**config.mk**
```make
export PLATFORM = sky130hd
export DESIGN_NAME = top_id_ex
export DESIGN_NICKNAME = d
export VERILOG_FILES = /design/src/logic/mips_pkg.sv /design/src/logic/id_ex_if.sv /design/src/logic/ctrl_decoder.sv /design/src/logic/register_file.sv /design/src/logic/alu.sv /design/src/logic/etapa_decodificacion.sv /design/src/logic/etapa_ejecucion.sv /design/src/logic/top_id_ex.sv
export SDC_FILE = /design/constraint.sdc
export NUM_CORES = 2
export LEC_CHECK = 0
export BUFFER_PORTS_ARGS = -buffer_cell sky130_fd_sc_hd__buf_2
export CORE_MARGIN = 3
export CORE_UTILIZATION = 40
export DETAILED_ROUTE_END_ITERATION = 7
export PLACE_DENSITY = 0.58
export RECOVER_POWER = 100
export SYNTH_ARGS = -nofsm -noshare
export SYNTH_HDL_FRONTEND = slang
export SYNTH_SLANG_ARGS = --single-unit
```
**constraint.sdc**
```tcl
create_clock -name i_clock -period 6.65 [get_ports i_clock]
set_input_delay 0.665 -clock i_clock [delete_from_list [all_inputs] [get_ports i_clock]]
set_output_delay 0.665 -clock i_clock [all_outputs]
set_load 0.005 [all_outputs]
```
**src/logic/mips_pkg.sv**
```systemverilog
`default_nettype none

package mips_pkg;

   ////////////////////////////////////////
   // Datapath widths.
   ////////////////////////////////////////
   localparam int CANT_BITS_REGISTROS   = 32;
   localparam int CANT_REGISTROS        = 32;
   localparam int CANT_BITS_REG_IDX     = 5;
   localparam int CANT_BITS_ADDR        = 11;
   localparam int CANT_BITS_ALU_CONTROL = 4;

   // Opcode field in bits 31:26.
   localparam logic [5:0] OP_RTYPE = 6'h00;
   localparam logic [5:0] OP_ADDI  = 6'h08;
   localparam logic [5:0] OP_SLTI  = 6'h0a;
   localparam logic [5:0] OP_ANDI  = 6'h0c;
   localparam logic [5:0] OP_ORI   = 6'h0d;
   localparam logic [5:0] OP_XORI  = 6'h0e;
   localparam logic [5:0] OP_LUI   = 6'h0f;
   localparam logic [5:0] OP_LW    = 6'h23;
   localparam logic [5:0] OP_SW    = 6'h2b;

   // Funct field in bits 5:0 of an R-type word.
   localparam logic [5:0] FN_SLLV = 6'h04;
   localparam logic [5:0] FN_SRLV = 6'h06;
   localparam logic [5:0] FN_SRAV = 6'h07;
   localparam logic [5:0] FN_JALR = 6'h09;
   localparam logic [5:0] FN_ADD  = 6'h20;
   localparam logic [5:0] FN_SUB  = 6'h22;
   localparam logic [5:0] FN_AND  = 6'h24;
   localparam logic [5:0] FN_OR   = 6'h25;
   localparam logic [5:0] FN_XOR  = 6'h26;
   localparam logic [5:0] FN_NOR  = 6'h27;
   localparam logic [5:0] FN_SLT  = 6'h2a;

   // ALU operation codes. Link keeps code 14.
   typedef enum logic [CANT_BITS_ALU_CONTROL-1:0] {
      ALU_ADD  = 4'd0,
      ALU_SUB  = 4'd1,
      ALU_AND  = 4'd2,
      ALU_OR   = 4'd3,
      ALU_XOR  = 4'd4,
      ALU_NOR  = 4'd5,
      ALU_SLT  = 4'd6,
      ALU_SLL  = 4'd7,
      ALU_SRL  = 4'd8,
      ALU_SRA  = 4'd9,
      ALU_LUI  = 4'd10,
      ALU_LINK = 4'd14
   } alu_ctrl_e;

endpackage

`default_nettype wire

```
**src/logic/id_ex_if.sv**
```systemverilog
`timescale 1ns/1ps
`default_nettype none

interface id_ex_if;

   // Data fields.
   logic [mips_pkg::CANT_BITS_ADDR-1:0]      adder_pc;
   logic [mips_pkg::CANT_BITS_REGISTROS-1:0] data_a;
   logic [mips_pkg::CANT_BITS_REGISTROS-1:0] data_b;
   logic [mips_pkg::CANT_BITS_REGISTROS-1:0] imm_ext;
   logic [mips_pkg::CANT_BITS_REG_IDX-1:0]   reg_rt;
   logic [mips_pkg::CANT_BITS_REG_IDX-1:0]   reg_rd;

   // Control fields.
   logic                reg_dst;
   logic                reg_write;
   logic                alu_src;
   logic                mem_read;
   logic                mem_write;
   logic                mem_to_reg;
   mips_pkg::alu_ctrl_e alu_ctrl;

   modport fuente (
      output adder_pc, data_a, data_b, imm_ext, reg_rt, reg_rd,
      output reg_dst, reg_write, alu_src, mem_read, mem_write, mem_to_reg, alu_ctrl
   );

   modport destino (
      input adder_pc, data_a, data_b, imm_ext, reg_rt, reg_rd,
      input reg_dst, reg_write, alu_src, mem_read, mem_write, mem_to_reg, alu_ctrl
   );

endinterface

`default_nettype wire

```
**src/logic/ctrl_decoder.sv**
```systemverilog
`timescale 1ns/1ps
`default_nettype none

module ctrl_decoder (
   input  wire logic [5:0]          i_opcode,
   input  wire logic [5:0]          i_funct,
   output logic                     o_reg_dst,
   output logic                     o_reg_write,
   output logic                     o_alu_src,
   output logic                     o_mem_read,
   output logic                     o_mem_write,
   output logic                     o_mem_to_reg,
   output logic                     o_zero_ext,
   output mips_pkg::alu_ctrl_e      o_alu_ctrl
);

   always_comb begin
      // Unknown codes fall through as a bubble.
      o_reg_dst    = 1'b0;
      o_reg_write  = 1'b0;
      o_alu_src    = 1'b0;
      o_mem_read   = 1'b0;
      o_mem_write  = 1'b0;
      o_mem_to_reg = 1'b0;
      o_zero_ext   = 1'b0;
      o_alu_ctrl   = mips_pkg::ALU_ADD;

      case (i_opcode)
         mips_pkg::OP_RTYPE: begin
            o_reg_dst   = 1'b1;
            o_reg_write = 1'b1;
            case (i_funct)
               mips_pkg::FN_ADD:  o_alu_ctrl = mips_pkg::ALU_ADD;
               mips_pkg::FN_SUB:  o_alu_ctrl = mips_pkg::ALU_SUB;
               mips_pkg::FN_AND:  o_alu_ctrl = mips_pkg::ALU_AND;
               mips_pkg::FN_OR:   o_alu_ctrl = mips_pkg::ALU_OR;
               mips_pkg::FN_XOR:  o_alu_ctrl = mips_pkg::ALU_XOR;
               mips_pkg::FN_NOR:  o_alu_ctrl = mips_pkg::ALU_NOR;
               mips_pkg::FN_SLT:  o_alu_ctrl = mips_pkg::ALU_SLT;
               mips_pkg::FN_SLLV: o_alu_ctrl = mips_pkg::ALU_SLL;
               mips_pkg::FN_SRLV: o_alu_ctrl = mips_pkg::ALU_SRL;
               mips_pkg::FN_SRAV: o_alu_ctrl = mips_pkg::ALU_SRA;
               mips_pkg::FN_JALR: o_alu_ctrl = mips_pkg::ALU_LINK;
               default: begin
                  o_reg_dst   = 1'b0;
                  o_reg_write = 1'b0;
               end
            endcase
         end
         mips_pkg::OP_LW: begin
            o_reg_write  = 1'b1;
            o_alu_src    = 1'b1;
            o_mem_read   = 1'b1;
            o_mem_to_reg = 1'b1;
         end
         mips_pkg::OP_SW: begin
            o_alu_src   = 1'b1;
            o_mem_write = 1'b1;
         end
         default: begin
            // Remaining I-type arithmetic writes rt.
            o_reg_write = 1'b1;
            o_alu_src   = 1'b1;
            case (i_opcode)
               mips_pkg::OP_ADDI: o_alu_ctrl = mips_pkg::ALU_ADD;
               mips_pkg::OP_SLTI: o_alu_ctrl = mips_pkg::ALU_SLT;
               mips_pkg::OP_ANDI: o_alu_ctrl = mips_pkg::ALU_AND;
               mips_pkg::OP_ORI:  o_alu_ctrl = mips_pkg::ALU_OR;
               mips_pkg::OP_XORI: o_alu_ctrl = mips_pkg::ALU_XOR;
               mips_pkg::OP_LUI:  o_alu_ctrl = mips_pkg::ALU_LUI;
               default: begin
                  o_reg_write = 1'b0;
                  o_alu_src   = 1'b0;
               end
            endcase
            // Logical immediates and lui take the zero extension.
            o_zero_ext = (i_opcode == mips_pkg::OP_ANDI) || (i_opcode == mips_pkg::OP_ORI) ||
                         (i_opcode == mips_pkg::OP_XORI) || (i_opcode == mips_pkg::OP_LUI);
         end
      endcase
   end

endmodule

`default_nettype wire

```
**src/logic/register_file.sv**
```systemverilog
`timescale 1ns/1ps
`default_nettype none

module register_file (
   input  wire logic                                     i_clock,
   input  wire logic                                     i_soft_reset,
   input  wire logic                                     i_write,
   input  wire logic [mips_pkg::CANT_BITS_REG_IDX-1:0]   i_reg_w,
   input  wire logic [mips_pkg::CANT_BITS_REGISTROS-1:0] i_data_w,
   input  wire logic [mips_pkg::CANT_BITS_REG_IDX-1:0]   i_reg_a,
   input  wire logic [mips_pkg::CANT_BITS_REG_IDX-1:0]   i_reg_b,
   output logic      [mips_pkg::CANT_BITS_REGISTROS-1:0] o_data_a,
   output logic      [mips_pkg::CANT_BITS_REGISTROS-1:0] o_data_b
);

   logic [mips_pkg::CANT_BITS_REGISTROS-1:0] regs [mips_pkg::CANT_REGISTROS];

   // Write on the falling edge so decode sees it before the next rising edge.
   always_ff @(negedge i_clock) begin
      if (!i_soft_reset) begin
         for (int i = 0; i < mips_pkg::CANT_REGISTROS; i++) begin
            regs[i] <= '0;
         end
      end else if (i_write && (i_reg_w != '0)) begin
         regs[i_reg_w] <= i_data_w;
      end
   end

   assign o_data_a = (i_reg_a == '0) ? '0 : regs[i_reg_a];
   assign o_data_b = (i_reg_b == '0) ? '0 : regs[i_reg_b];

   // $zero stays zero across any write-back sequence.
   a_zero_reg: assert property (@(posedge i_clock) disable iff (!i_soft_reset)
      regs[0] == '0);

endmodule

`default_nettype wire

```
**src/logic/alu.sv**
```systemverilog
`timescale 1ns/1ps
`default_nettype none

module alu (
   input  mips_pkg::alu_ctrl_e                           i_alu_ctrl,
   input  wire logic [mips_pkg::CANT_BITS_REGISTROS-1:0] i_dato_a,
   input  wire logic [mips_pkg::CANT_BITS_REGISTROS-1:0] i_dato_b,
   output logic      [mips_pkg::CANT_BITS_REGISTROS-1:0] o_resultado
);

   logic [4:0] shamt;

   // Variable shifts take the amount from rs.
   assign shamt = i_dato_a[4:0];

   always_comb begin
      case (i_alu_ctrl)
         mips_pkg::ALU_ADD:  o_resultado = i_dato_a + i_dato_b;
         mips_pkg::ALU_SUB:  o_resultado = i_dato_a - i_dato_b;
         mips_pkg::ALU_AND:  o_resultado = i_dato_a & i_dato_b;
         mips_pkg::ALU_OR:   o_resultado = i_dato_a | i_dato_b;
         mips_pkg::ALU_XOR:  o_resultado = i_dato_a ^ i_dato_b;
         mips_pkg::ALU_NOR:  o_resultado = ~(i_dato_a | i_dato_b);
         mips_pkg::ALU_SLT: begin
            o_resultado = {31'b0, ($signed(i_dato_a) < $signed(i_dato_b))};
         end
         mips_pkg::ALU_SLL:  o_resultado = i_dato_b << shamt;
         mips_pkg::ALU_SRL:  o_resultado = i_dato_b >> shamt;
         mips_pkg::ALU_SRA:  o_resultado = $unsigned($signed(i_dato_b) >>> shamt);
         mips_pkg::ALU_LUI:  o_resultado = {i_dato_b[15:0], 16'h0000};
         // Link carries the return address through untouched.
         mips_pkg::ALU_LINK: o_resultado = i_dato_a;
         default:            o_resultado = i_dato_a + i_dato_b;
      endcase
   end

endmodule

`default_nettype wire

```
**src/logic/etapa_decodificacion.sv**
```systemverilog
`timescale 1ns/1ps
`default_nettype none

module etapa_decodificacion (
   input  wire logic                                     i_clock,
   input  wire logic                                     i_soft_reset,
   input  wire logic                                     i_enable_pipeline,
   input  wire logic [mips_pkg::CANT_BITS_REGISTROS-1:0] i_instruction,
   input  wire logic [mips_pkg::CANT_BITS_ADDR-1:0]      i_adder_pc,
   input  wire logic                                     i_wb_reg_write,
   input  wire logic [mips_pkg::CANT_BITS_REG_IDX-1:0]   i_wb_reg,
   input  wire logic [mips_pkg::CANT_BITS_REGISTROS-1:0] i_wb_data,
   id_ex_if.fuente                                       o_id_ex
);

   ////////////////////////////////////////
   // Instruction fields.
   ////////////////////////////////////////
   logic [5:0]                               opcode;
   logic [5:0]                               funct;
   logic [mips_pkg::CANT_BITS_REG_IDX-1:0]   reg_rs;
   logic [mips_pkg::CANT_BITS_REG_IDX-1:0]   reg_rt;
   logic [mips_pkg::CANT_BITS_REG_IDX-1:0]   reg_rd;
   logic [15:0]                              inmediato;
   logic [mips_pkg::CANT_BITS_REGISTROS-1:0] imm_ext;
   logic [mips_pkg::CANT_BITS_REGISTROS-1:0] data_a;
   logic [mips_pkg::CANT_BITS_REGISTROS-1:0] data_b;

   logic                reg_dst;
   logic                reg_write;
   logic                alu_src;
   logic                mem_read;
   logic                mem_write;
   logic                mem_to_reg;
   logic                zero_ext;
   mips_pkg::alu_ctrl_e alu_ctrl;

   assign opcode    = i_instruction[31:26];
   assign reg_rs    = i_instruction[25:21];
   assign reg_rt    = i_instruction[20:16];
   assign reg_rd    = i_instruction[15:11];
   assign funct     = i_instruction[5:0];
   assign inmediato = i_instruction[15:0];

   assign imm_ext = zero_ext ? {16'h0000, inmediato} : {{16{inmediato[15]}}, inmediato};

   ctrl_decoder u_ctrl_decoder (
      .i_opcode     (opcode),
      .i_funct      (funct),
      .o_reg_dst    (reg_dst),
      .o_reg_write  (reg_write),
      .o_alu_src    (alu_src),
      .o_mem_read   (mem_read),
      .o_mem_write  (mem_write),
      .o_mem_to_reg (mem_to_reg),
      .o_zero_ext   (zero_ext),
      .o_alu_ctrl   (alu_ctrl)
   );

   register_file u_register_file (
      .i_clock      (i_clock),
      .i_soft_reset (i_soft_reset),
      .i_write      (i_wb_reg_write),
      .i_reg_w      (i_wb_reg),
      .i_data_w     (i_wb_data),
      .i_reg_a      (reg_rs),
      .i_reg_b      (reg_rt),
      .o_data_a     (data_a),
      .o_data_b     (data_b)
   );

   ////////////////////////////////////////
   // ID/EX boundary, rising edge.
   ////////////////////////////////////////
   always_ff @(posedge i_clock) begin
      if (!i_soft_reset) begin
         o_id_ex.adder_pc   <= '0;
         o_id_ex.data_a     <= '0;
         o_id_ex.data_b     <= '0;
         o_id_ex.imm_ext    <= '0;
         o_id_ex.reg_rt     <= '0;
         o_id_ex.reg_rd     <= '0;
         o_id_ex.reg_dst    <= 1'b0;
         o_id_ex.reg_write  <= 1'b0;
         o_id_ex.alu_src    <= 1'b0;
         o_id_ex.mem_read   <= 1'b0;
         o_id_ex.mem_write  <= 1'b0;
         o_id_ex.mem_to_reg <= 1'b0;
         o_id_ex.alu_ctrl   <= mips_pkg::ALU_ADD;
      end else if (i_enable_pipeline) begin
         o_id_ex.adder_pc   <= i_adder_pc;
         o_id_ex.data_a     <= data_a;
         o_id_ex.data_b     <= data_b;
         o_id_ex.imm_ext    <= imm_ext;
         o_id_ex.reg_rt     <= reg_rt;
         o_id_ex.reg_rd     <= reg_rd;
         o_id_ex.reg_dst    <= reg_dst;
         o_id_ex.reg_write  <= reg_write;
         o_id_ex.alu_src    <= alu_src;
         o_id_ex.mem_read   <= mem_read;
         o_id_ex.mem_write  <= mem_write;
         o_id_ex.mem_to_reg <= mem_to_reg;
         o_id_ex.alu_ctrl   <= alu_ctrl;
      end
   end

endmodule

`default_nettype wire

```
**src/logic/etapa_ejecucion.sv**
```systemverilog
`timescale 1ns/1ps
`default_nettype none

module etapa_ejecucion (
   input  wire logic                                     i_clock,
   input  wire logic                                     i_soft_reset,
   input  wire logic                                     i_enable_pipeline,
   id_ex_if.destino                                      i_id_ex,
   output logic                                          o_reg_write,
   output logic                                          o_mem_read,
   output logic                                          o_mem_write,
   output logic                                          o_mem_to_reg,
   output logic      [mips_pkg::CANT_BITS_REGISTROS-1:0] o_result,
   output logic      [mips_pkg::CANT_BITS_REGISTROS-1:0] o_data_write_to_mem,
   output logic      [mips_pkg::CANT_BITS_REG_IDX-1:0]   o_registro_destino
);

   logic [mips_pkg::CANT_BITS_REGISTROS-1:0] primer_operando;
   logic [mips_pkg::CANT_BITS_REGISTROS-1:0] segundo_operando;
   logic [mips_pkg::CANT_BITS_REGISTROS-1:0] resultado_alu;
   logic [mips_pkg::CANT_BITS_REG_IDX-1:0]   registro_destino;

   ////////////////////////////////////////
   // Operand and destination selection.
   ////////////////////////////////////////
   assign primer_operando = (i_id_ex.alu_ctrl == mips_pkg::ALU_LINK) ?
      {{(mips_pkg::CANT_BITS_REGISTROS - mips_pkg::CANT_BITS_ADDR){1'b0}}, i_id_ex.adder_pc} :
      i_id_ex.data_a;

   assign segundo_operando = i_id_ex.alu_src ? i_id_ex.imm_ext : i_id_ex.data_b;
   assign registro_destino = i_id_ex.reg_dst ? i_id_ex.reg_rd : i_id_ex.reg_rt;

   alu u_alu (
      .i_alu_ctrl  (i_id_ex.alu_ctrl),
      .i_dato_a    (primer_operando),
      .i_dato_b    (segundo_operando),
      .o_resultado (resultado_alu)
   );

   // EX/MEM boundary sits on the falling edge.
   always_ff @(negedge i_clock) begin
      if (!i_soft_reset) begin
         o_reg_write         <= 1'b0;
         o_mem_read          <= 1'b0;
         o_mem_write         <= 1'b0;
         o_mem_to_reg        <= 1'b0;
         o_result            <= '0;
         o_data_write_to_mem <= '0;
         o_registro_destino  <= '0;
      end else if (i_enable_pipeline) begin
         o_reg_write         <= i_id_ex.reg_write;
         o_mem_read          <= i_id_ex.mem_read;
         o_mem_write         <= i_id_ex.mem_write;
         o_mem_to_reg        <= i_id_ex.mem_to_reg;
         o_result            <= resultado_alu;
         o_data_write_to_mem <= i_id_ex.data_b;
         o_registro_destino  <= registro_destino;
      end
   end

   ////////////////////////////////////////
   // Checks.
   ////////////////////////////////////////
   // A held reset leaves a bubble entering EX.
   a_reset_bubble: assert property (@(negedge i_clock)
      (!i_soft_reset && !$past(i_soft_reset)) |->
      !(i_id_ex.reg_write || i_id_ex.mem_read || i_id_ex.mem_write || i_id_ex.mem_to_reg));

   // The decoder never issues a load and a store together.
   a_mem_exclusive: assert property (@(negedge i_clock) !(o_mem_read && o_mem_write));

endmodule

`default_nettype wire

```
**src/logic/top_id_ex.sv**
```systemverilog
`timescale 1ns/1ps
`default_nettype none

module top_id_ex (
   input  wire logic                                     i_clock,
   input  wire logic                                     i_soft_reset,
   input  wire logic                                     i_enable_pipeline,
   input  wire logic [mips_pkg::CANT_BITS_REGISTROS-1:0] i_instruction,
   input  wire logic [mips_pkg::CANT_BITS_ADDR-1:0]      i_adder_pc,
   input  wire logic                                     i_wb_reg_write,
   input  wire logic [mips_pkg::CANT_BITS_REG_IDX-1:0]   i_wb_reg,
   input  wire logic [mips_pkg::CANT_BITS_REGISTROS-1:0] i_wb_data,
   output logic                                          o_reg_write,
   output logic                                          o_mem_read,
   output logic                                          o_mem_write,
   output logic                                          o_mem_to_reg,
   output logic      [mips_pkg::CANT_BITS_REGISTROS-1:0] o_result,
   output logic      [mips_pkg::CANT_BITS_REGISTROS-1:0] o_data_write_to_mem,
   output logic      [mips_pkg::CANT_BITS_REG_IDX-1:0]   o_registro_destino
);

   id_ex_if id_ex ();

   etapa_decodificacion u_etapa_decodificacion (
      .i_clock           (i_clock),
      .i_soft_reset      (i_soft_reset),
      .i_enable_pipeline (i_enable_pipeline),
      .i_instruction     (i_instruction),
      .i_adder_pc        (i_adder_pc),
      .i_wb_reg_write    (i_wb_reg_write),
      .i_wb_reg          (i_wb_reg),
      .i_wb_data         (i_wb_data),
      .o_id_ex           (id_ex.fuente)
   );

   etapa_ejecucion u_etapa_ejecucion (
      .i_clock             (i_clock),
      .i_soft_reset        (i_soft_reset),
      .i_enable_pipeline   (i_enable_pipeline),
      .i_id_ex             (id_ex.destino),
      .o_reg_write         (o_reg_write),
      .o_mem_read          (o_mem_read),
      .o_mem_write         (o_mem_write),
      .o_mem_to_reg        (o_mem_to_reg),
      .o_result            (o_result),
      .o_data_write_to_mem (o_data_write_to_mem),
      .o_registro_destino  (o_registro_destino)
   );

endmodule

`default_nettype wire

```
# Word-level counts from Yosys, hierarchy flattened
# Memories as Yosys holds them, arrays and structs flattened.
# Index checks and enable logic that the tools add are counted.
op_classes:
  addsub: 2
  n_mul: 0
  div_mod_pow: 0
  order_cmp: 1
  n_eq_ne: 30
  n_shift: 3
  n_mux: 25
  n_bitwise: 4
  n_reduce_logical: 13
op_table:
  columns: ["op", "count"]
  rows:
  - ["$pmux 32 s11", 1]
  - ["$mux 32", 6]
  - ["$eq 6x6->1 const B", 9]
  - ["$eq 6x4->1 const B", 7]
  - ["$pmux 4 s10", 1]
  - ["$add 32x32->32", 1]
  - ["$and 32x32->32", 1]
  - ["$lt 32x32->1", 1]
  - ["$not 32->32", 1]
  - ["$or 32x32->32", 1]
  - ["$reduce_or 32->1", 1]
  - ["$shl 32x5->32", 1]
  - ["$shr 32x5->32", 1]
  - ["$sshr 32x5->32", 1]
  - ["$sub 32x32->32", 1]
  - ["$xor 32x32->32", 1]
  - ["$pmux 4 s5", 1]
  - ["$eq 6x3->1 const B", 3]
  - ["$eq 4x3->1 const B", 4]
  - ["$eq 4x4->1 const B", 4]
  - ["$mux 1", 11]
  - ["$reduce_or 11->1", 1]
  - ["$logic_not 5->1", 2]
  - ["$mux 5", 2]
  - ["12 further kinds", 15]
word_totals:
  regBits: 198
  latch_bits: 0
  mem_bits_rw: 1024
  romBits: 0
  output_inout_bits: 73
  word_cells: 97
  memories: 1
mem_list:
  columns: ["name", "words", "word_bits", "read_ports", "rd_ports_with_merged_regs", "wr", "line", "source"]
  rows:
  - ["u_etapa_decodificacion.u_register_file.regs", 32, 32, 2, 0, 32, "register_file.sv:16", "logic [mips_pkg::CANT_BITS_REGISTROS-1:0] regs [mips_pkg::CANT_REGISTROS];"]

# Longest topological paths before layout
depth:
  depth_word: 7
  mapped_depth: 19

# Hierarchy
# Synthesis repeated with hierarchy kept, for this count alone.
unflattened:
  cells_unflattened: 5790
  area_unflattened_um2: 71787.6
by_module_without_submodules:
  columns: ["module", "n_inst", "cells_each", "area_each_um2", "seq_area_each_um2"]
  rows:
  - ["register_file", 1, 3741, 54758.8, 30749.5]
  - ["alu", 1, 1313, 9031.2, 0.0]
  - ["etapa_decodificacion", 1, 366, 4186.5, 2142.1]
  - ["etapa_ejecucion", 1, 315, 3469.6, 1461.4]
  - ["ctrl_decoder", 1, 55, 341.6, 0.0]

==> impl_metrics.csv <==
group,metric,value,unit
status,outcome,"complete, but fails checks",
status,violations,"max-capacitance violations, max-slew violations, negative setup slack",
clocking,cts_tree,"built",
floorplanning,fp.dieArea,182000,µm²
route,drt-initial-drc-count,7936,
route,route.met3.wl,29800,µm
setup_path,worstPathArrival,4560,ps
global_routing,overflow,0,
setup_path,crit_fanout,6,
global_routing,antenna_found_initial,21,
min_path,holdPathEnd,"u_etapa_decodificacion.o_id_ex.adder_pc[5]$_SDFFE_PN0P_",
placed_design,dp.cells,9085,
min_path,hp-start,"i_adder_pc[5]",
clocking,cts_buffer_depth,3,
cells_and_area,final_nets,8236,
floorplanning,num_io_pins,157,
clocking,clkLatencyLatePin,810,ps
cells_and_area,multi_input_area,35600,µm²
setup_path,r2r-end,"u_etapa_ejecucion.o_result[30]$_SDFFE_NN0P_",
cells_and_area,largest-register,"u_etapa_decodificacion.u_register_file.regs",
route,vias,62300,
sta,slew_viol_final,239,
route,drc,0,
cells_and_area,final_cell_mix,"inv_1, edfxtp_1, and2_1",
route,wl_per_cell,28.0,µm
sta,worstMarginPinSlew,3600,ps
global_routing,first_global_vias,62700,
setup_path,r2r_start,"u_etapa_decodificacion.o_id_ex.alu_ctrl[0]$_SDFFE_PN0P_",
global_routing,grt_pass1_wl,420000,µm
placed_design,hpwl,191000,µm
clocking,cts_inserted_buffers,146,
cells_and_area,design_area,90100,µm²
cells_and_area,stdcell_count,10500,
sta,rsz0062_at_grt,"yes",
logic_synthesis,async_reset_ff_frac,0,
route,drtAntennaViolNets,0,
floorplanning,num_rows,153,
logic_synthesis,synth_top_cell_area_share,0.435,
cells_and_area,largest_reg_flops,1024,
min_path,hold_class,"in -> reg",
placed_design,dp_slack,-715,ps
setup_path,criticalPathCategory,"reg -> reg",
job,drv_cap,6,
power_and_ir_drop,power_density,268,nW/µm²
clocking,cts_sinks,1202,
placed_design,place.gp.congestion,1.00,
logic_synthesis,synth-edff-count,1024,
logic_synthesis,seq_area_frac_synth,0.486,
setup_path,cp-end-kind,"register",
sta,setup_violations,37,
cells_and_area,fin_util,0.515,
setup_path,reg2reg_slack,-600,ps
logic_synthesis,syn_area,70600,µm²
clocking,cts-root-buf,"clkbuf_16",
logic_synthesis,yosys_warnings,0,
cells_and_area,final_common_cell,"inv_1",
sta,final.setup.worst_slack,-598,ps
setup_path,required,3960,ps
power_and_ir_drop,leakagePower,38.5,nW
setup_path,worstSetupStartpointType,"register",
power_and_ir_drop,peakVddDrop,0.000232,V
cells_and_area,ff_latch_area,34300,µm²
placed_design,placed_cell_area,79400,µm²
sta,fin_worst_skew,74.5,ps
power_and_ir_drop,power,24.2,mW
floorplanning,start_util,0.404,
clocking,postCtsHoldBufs,0,
setup_path,reg2reg_depth,18,
cells_and_area,drive_above_1_share,0.225,
logic_synthesis,synth.distinct_cells,78,
logic_synthesis,synthesis.instances,6388,
route,via_per_inst,5.94,
global_routing,grt_max_degree,132,
route,route.met2.wl,132000,µm
floorplanning,die_x,426,µm
sta,fin_hold_ws,114,ps
logic_synthesis,avgSynthCellArea,11.1,µm²
global_routing,grtUsageTotal,0.318,
route,routedLengthMet1,117000,µm
cells_and_area,area_growth,27.5,%
placed_design,io_buffer_count,156,
logic_synthesis,synth_top_cell_by_area,"edfxtp_1",
logic_synthesis,dominantRegCellSynth,"edfxtp_1",
sta,fin_tns_setup,-12030,ps
floorplanning,fp.coreArea,175000,µm²
clocking,h-tree-depth,4,
sta,slew_headroom,-1.40,
route,wirelength,295000,µm
cells_and_area,fill_cells,15600,
route,dr.max_layer_used,"met5",
clocking,clk_pin_slew_worst_paths,60,ps
logic_synthesis,synth_seq_cells,1202,
route,dr.pass1.iters,8,
sta,hold_violations,0,
logic_synthesis,synth.area.top_cells,"edfxtp_1, and2_1, mux4_2, mux2i_1, dfxtp_1",
min_path,min_path_cells,3,
floorplanning,die_h,426,µm
==> worst max-delay path by stage <==
stage | from | endpoint | cells after the start
global placement | u_etapa_decodificacion.o_id_ex.alu_ctrl[0]$_SDFFE_PN0P_ | u_etapa_ejecucion.o_result[30]$_SDFFE_NN0P_ | 19
global route | u_etapa_decodificacion.o_id_ex.alu_ctrl[0]$_SDFFE_PN0P_ | u_etapa_ejecucion.o_result[30]$_SDFFE_NN0P_ | 18
finish | u_etapa_decodificacion.o_id_ex.alu_ctrl[0]$_SDFFE_PN0P_ | u_etapa_ejecucion.o_result[30]$_SDFFE_NN0P_ | 18
CTS | u_etapa_decodificacion.o_id_ex.alu_ctrl[0]$_SDFFE_PN0P_ | u_etapa_ejecucion.o_result[30]$_SDFFE_NN0P_ | 19
floorplan | u_etapa_decodificacion.o_id_ex.alu_ctrl[0]$_SDFFE_PN0P_ | u_etapa_ejecucion.o_result[0]$_SDFFE_NN0P_ | 18
detailed placement | u_etapa_decodificacion.o_id_ex.alu_ctrl[0]$_SDFFE_PN0P_ | u_etapa_ejecucion.o_result[30]$_SDFFE_NN0P_ | 18
==> worst max-delay path: stages, from the launching register on <==
cell and delay, ps:
dfxtp_2 330, nand4b_1 200, buf_6 160, buf_12 130
mux2_4 330, inv_4 80, ha_4 130, inv_2 40
fa_2 390, a21oi_4 200, o41a_1 220, a21oi_4 120
a2111oi_4 390, buf_4 190, o41ai_4 80, a21oi_4 170
mux2i_1 230, o211ai_1 120, o221a_2 240
==> metal layers <==
metal  vias up  GRT usage
met4         6      0.178
li1      27100          -
met2      3741      0.478
met5         -          0
met1     30700      0.416
met3       718     0.0835
==> cells by family after synthesis <==
kind of cell	share of synthesized area
other	0.0000531
adders and majority gates	0.0176
buffers and inverters	0.0389
and+or+nand+nor	0.146
AOI/OAI and AO/OA	0.125
DFF	0.486
xor gates and xnor gates	0.00273
muxes	0.184
==> area by class of cell <==
| cell class | instances | share of cell area |
|---|---|---|
| multi-input combinational | 4494 | 0.395 |
| clock inverter | 1196 | 0.0569 |
| inverter | 122 | 0.00524 |
| timing repair buffer | 992 | 0.0870 |
| antenna | 12 | 0.000333 |
| clock buffer | 158 | 0.0426 |
| tap | 2325 | 0.0323 |
| sequential | 1202 | 0.381 |
==> synth_stat cells, types with 5 or more instances <==
cell and instances:
edfxtp_1 1024, and2_1 1017, mux2i_1 565, a21oi_1 527
clkbuf_1 506, nor2_1 443, o21ai_0 301, mux4_2 256
nand2_1 236, dfxtp_1 178, o22ai_1 165, mux2_2 143
o221ai_1 139, inv_1 116, nor3_1 98, ha_1 96
buf_1 76, nand3_1 45, a211oi_1 43, o211ai_1 35
a21o_1 29, a22oi_1 29, a31oi_1 26, nand2b_1 24
a221oi_1 20, nor2b_1 19, o31ai_1 16, xnor2_1 16
buf_2 13, a221o_1 11, nand4_1 11, nor4_1 11
and3_1 10, o21a_1 9, a2111oi_0 8, o2111ai_1 7
o21bai_1 7, or3_1 7, a22o_1 6, a311oi_1 6
clkinv_1 6, o21ai_1 6, xor2_1 6, buf_4 5
==> report_power, final <==
| part | leakage, nW | total [mW] | switching (mW) | internal, mW |
|---|---|---|---|---|
| clock network | 8.27 | 10.8 | 5.16 | 5.63 |
| registers | 11.2 | 8.91 | 0.249 | 8.66 |
| logic | 19.0 | 4.48 | 2.68 | 1.80 |
| total | 38.5 | 24.2 | 8.08 | 16.1 |
==> timing repair <==
action,4_1_cts,5_1_grt
setup buffers,29,30
gates cloned,3,2
pin swaps,67,100
endpoints found under the setup margin,32,32
resized for setup,155,160
Power figures use the tool's default switching activity.
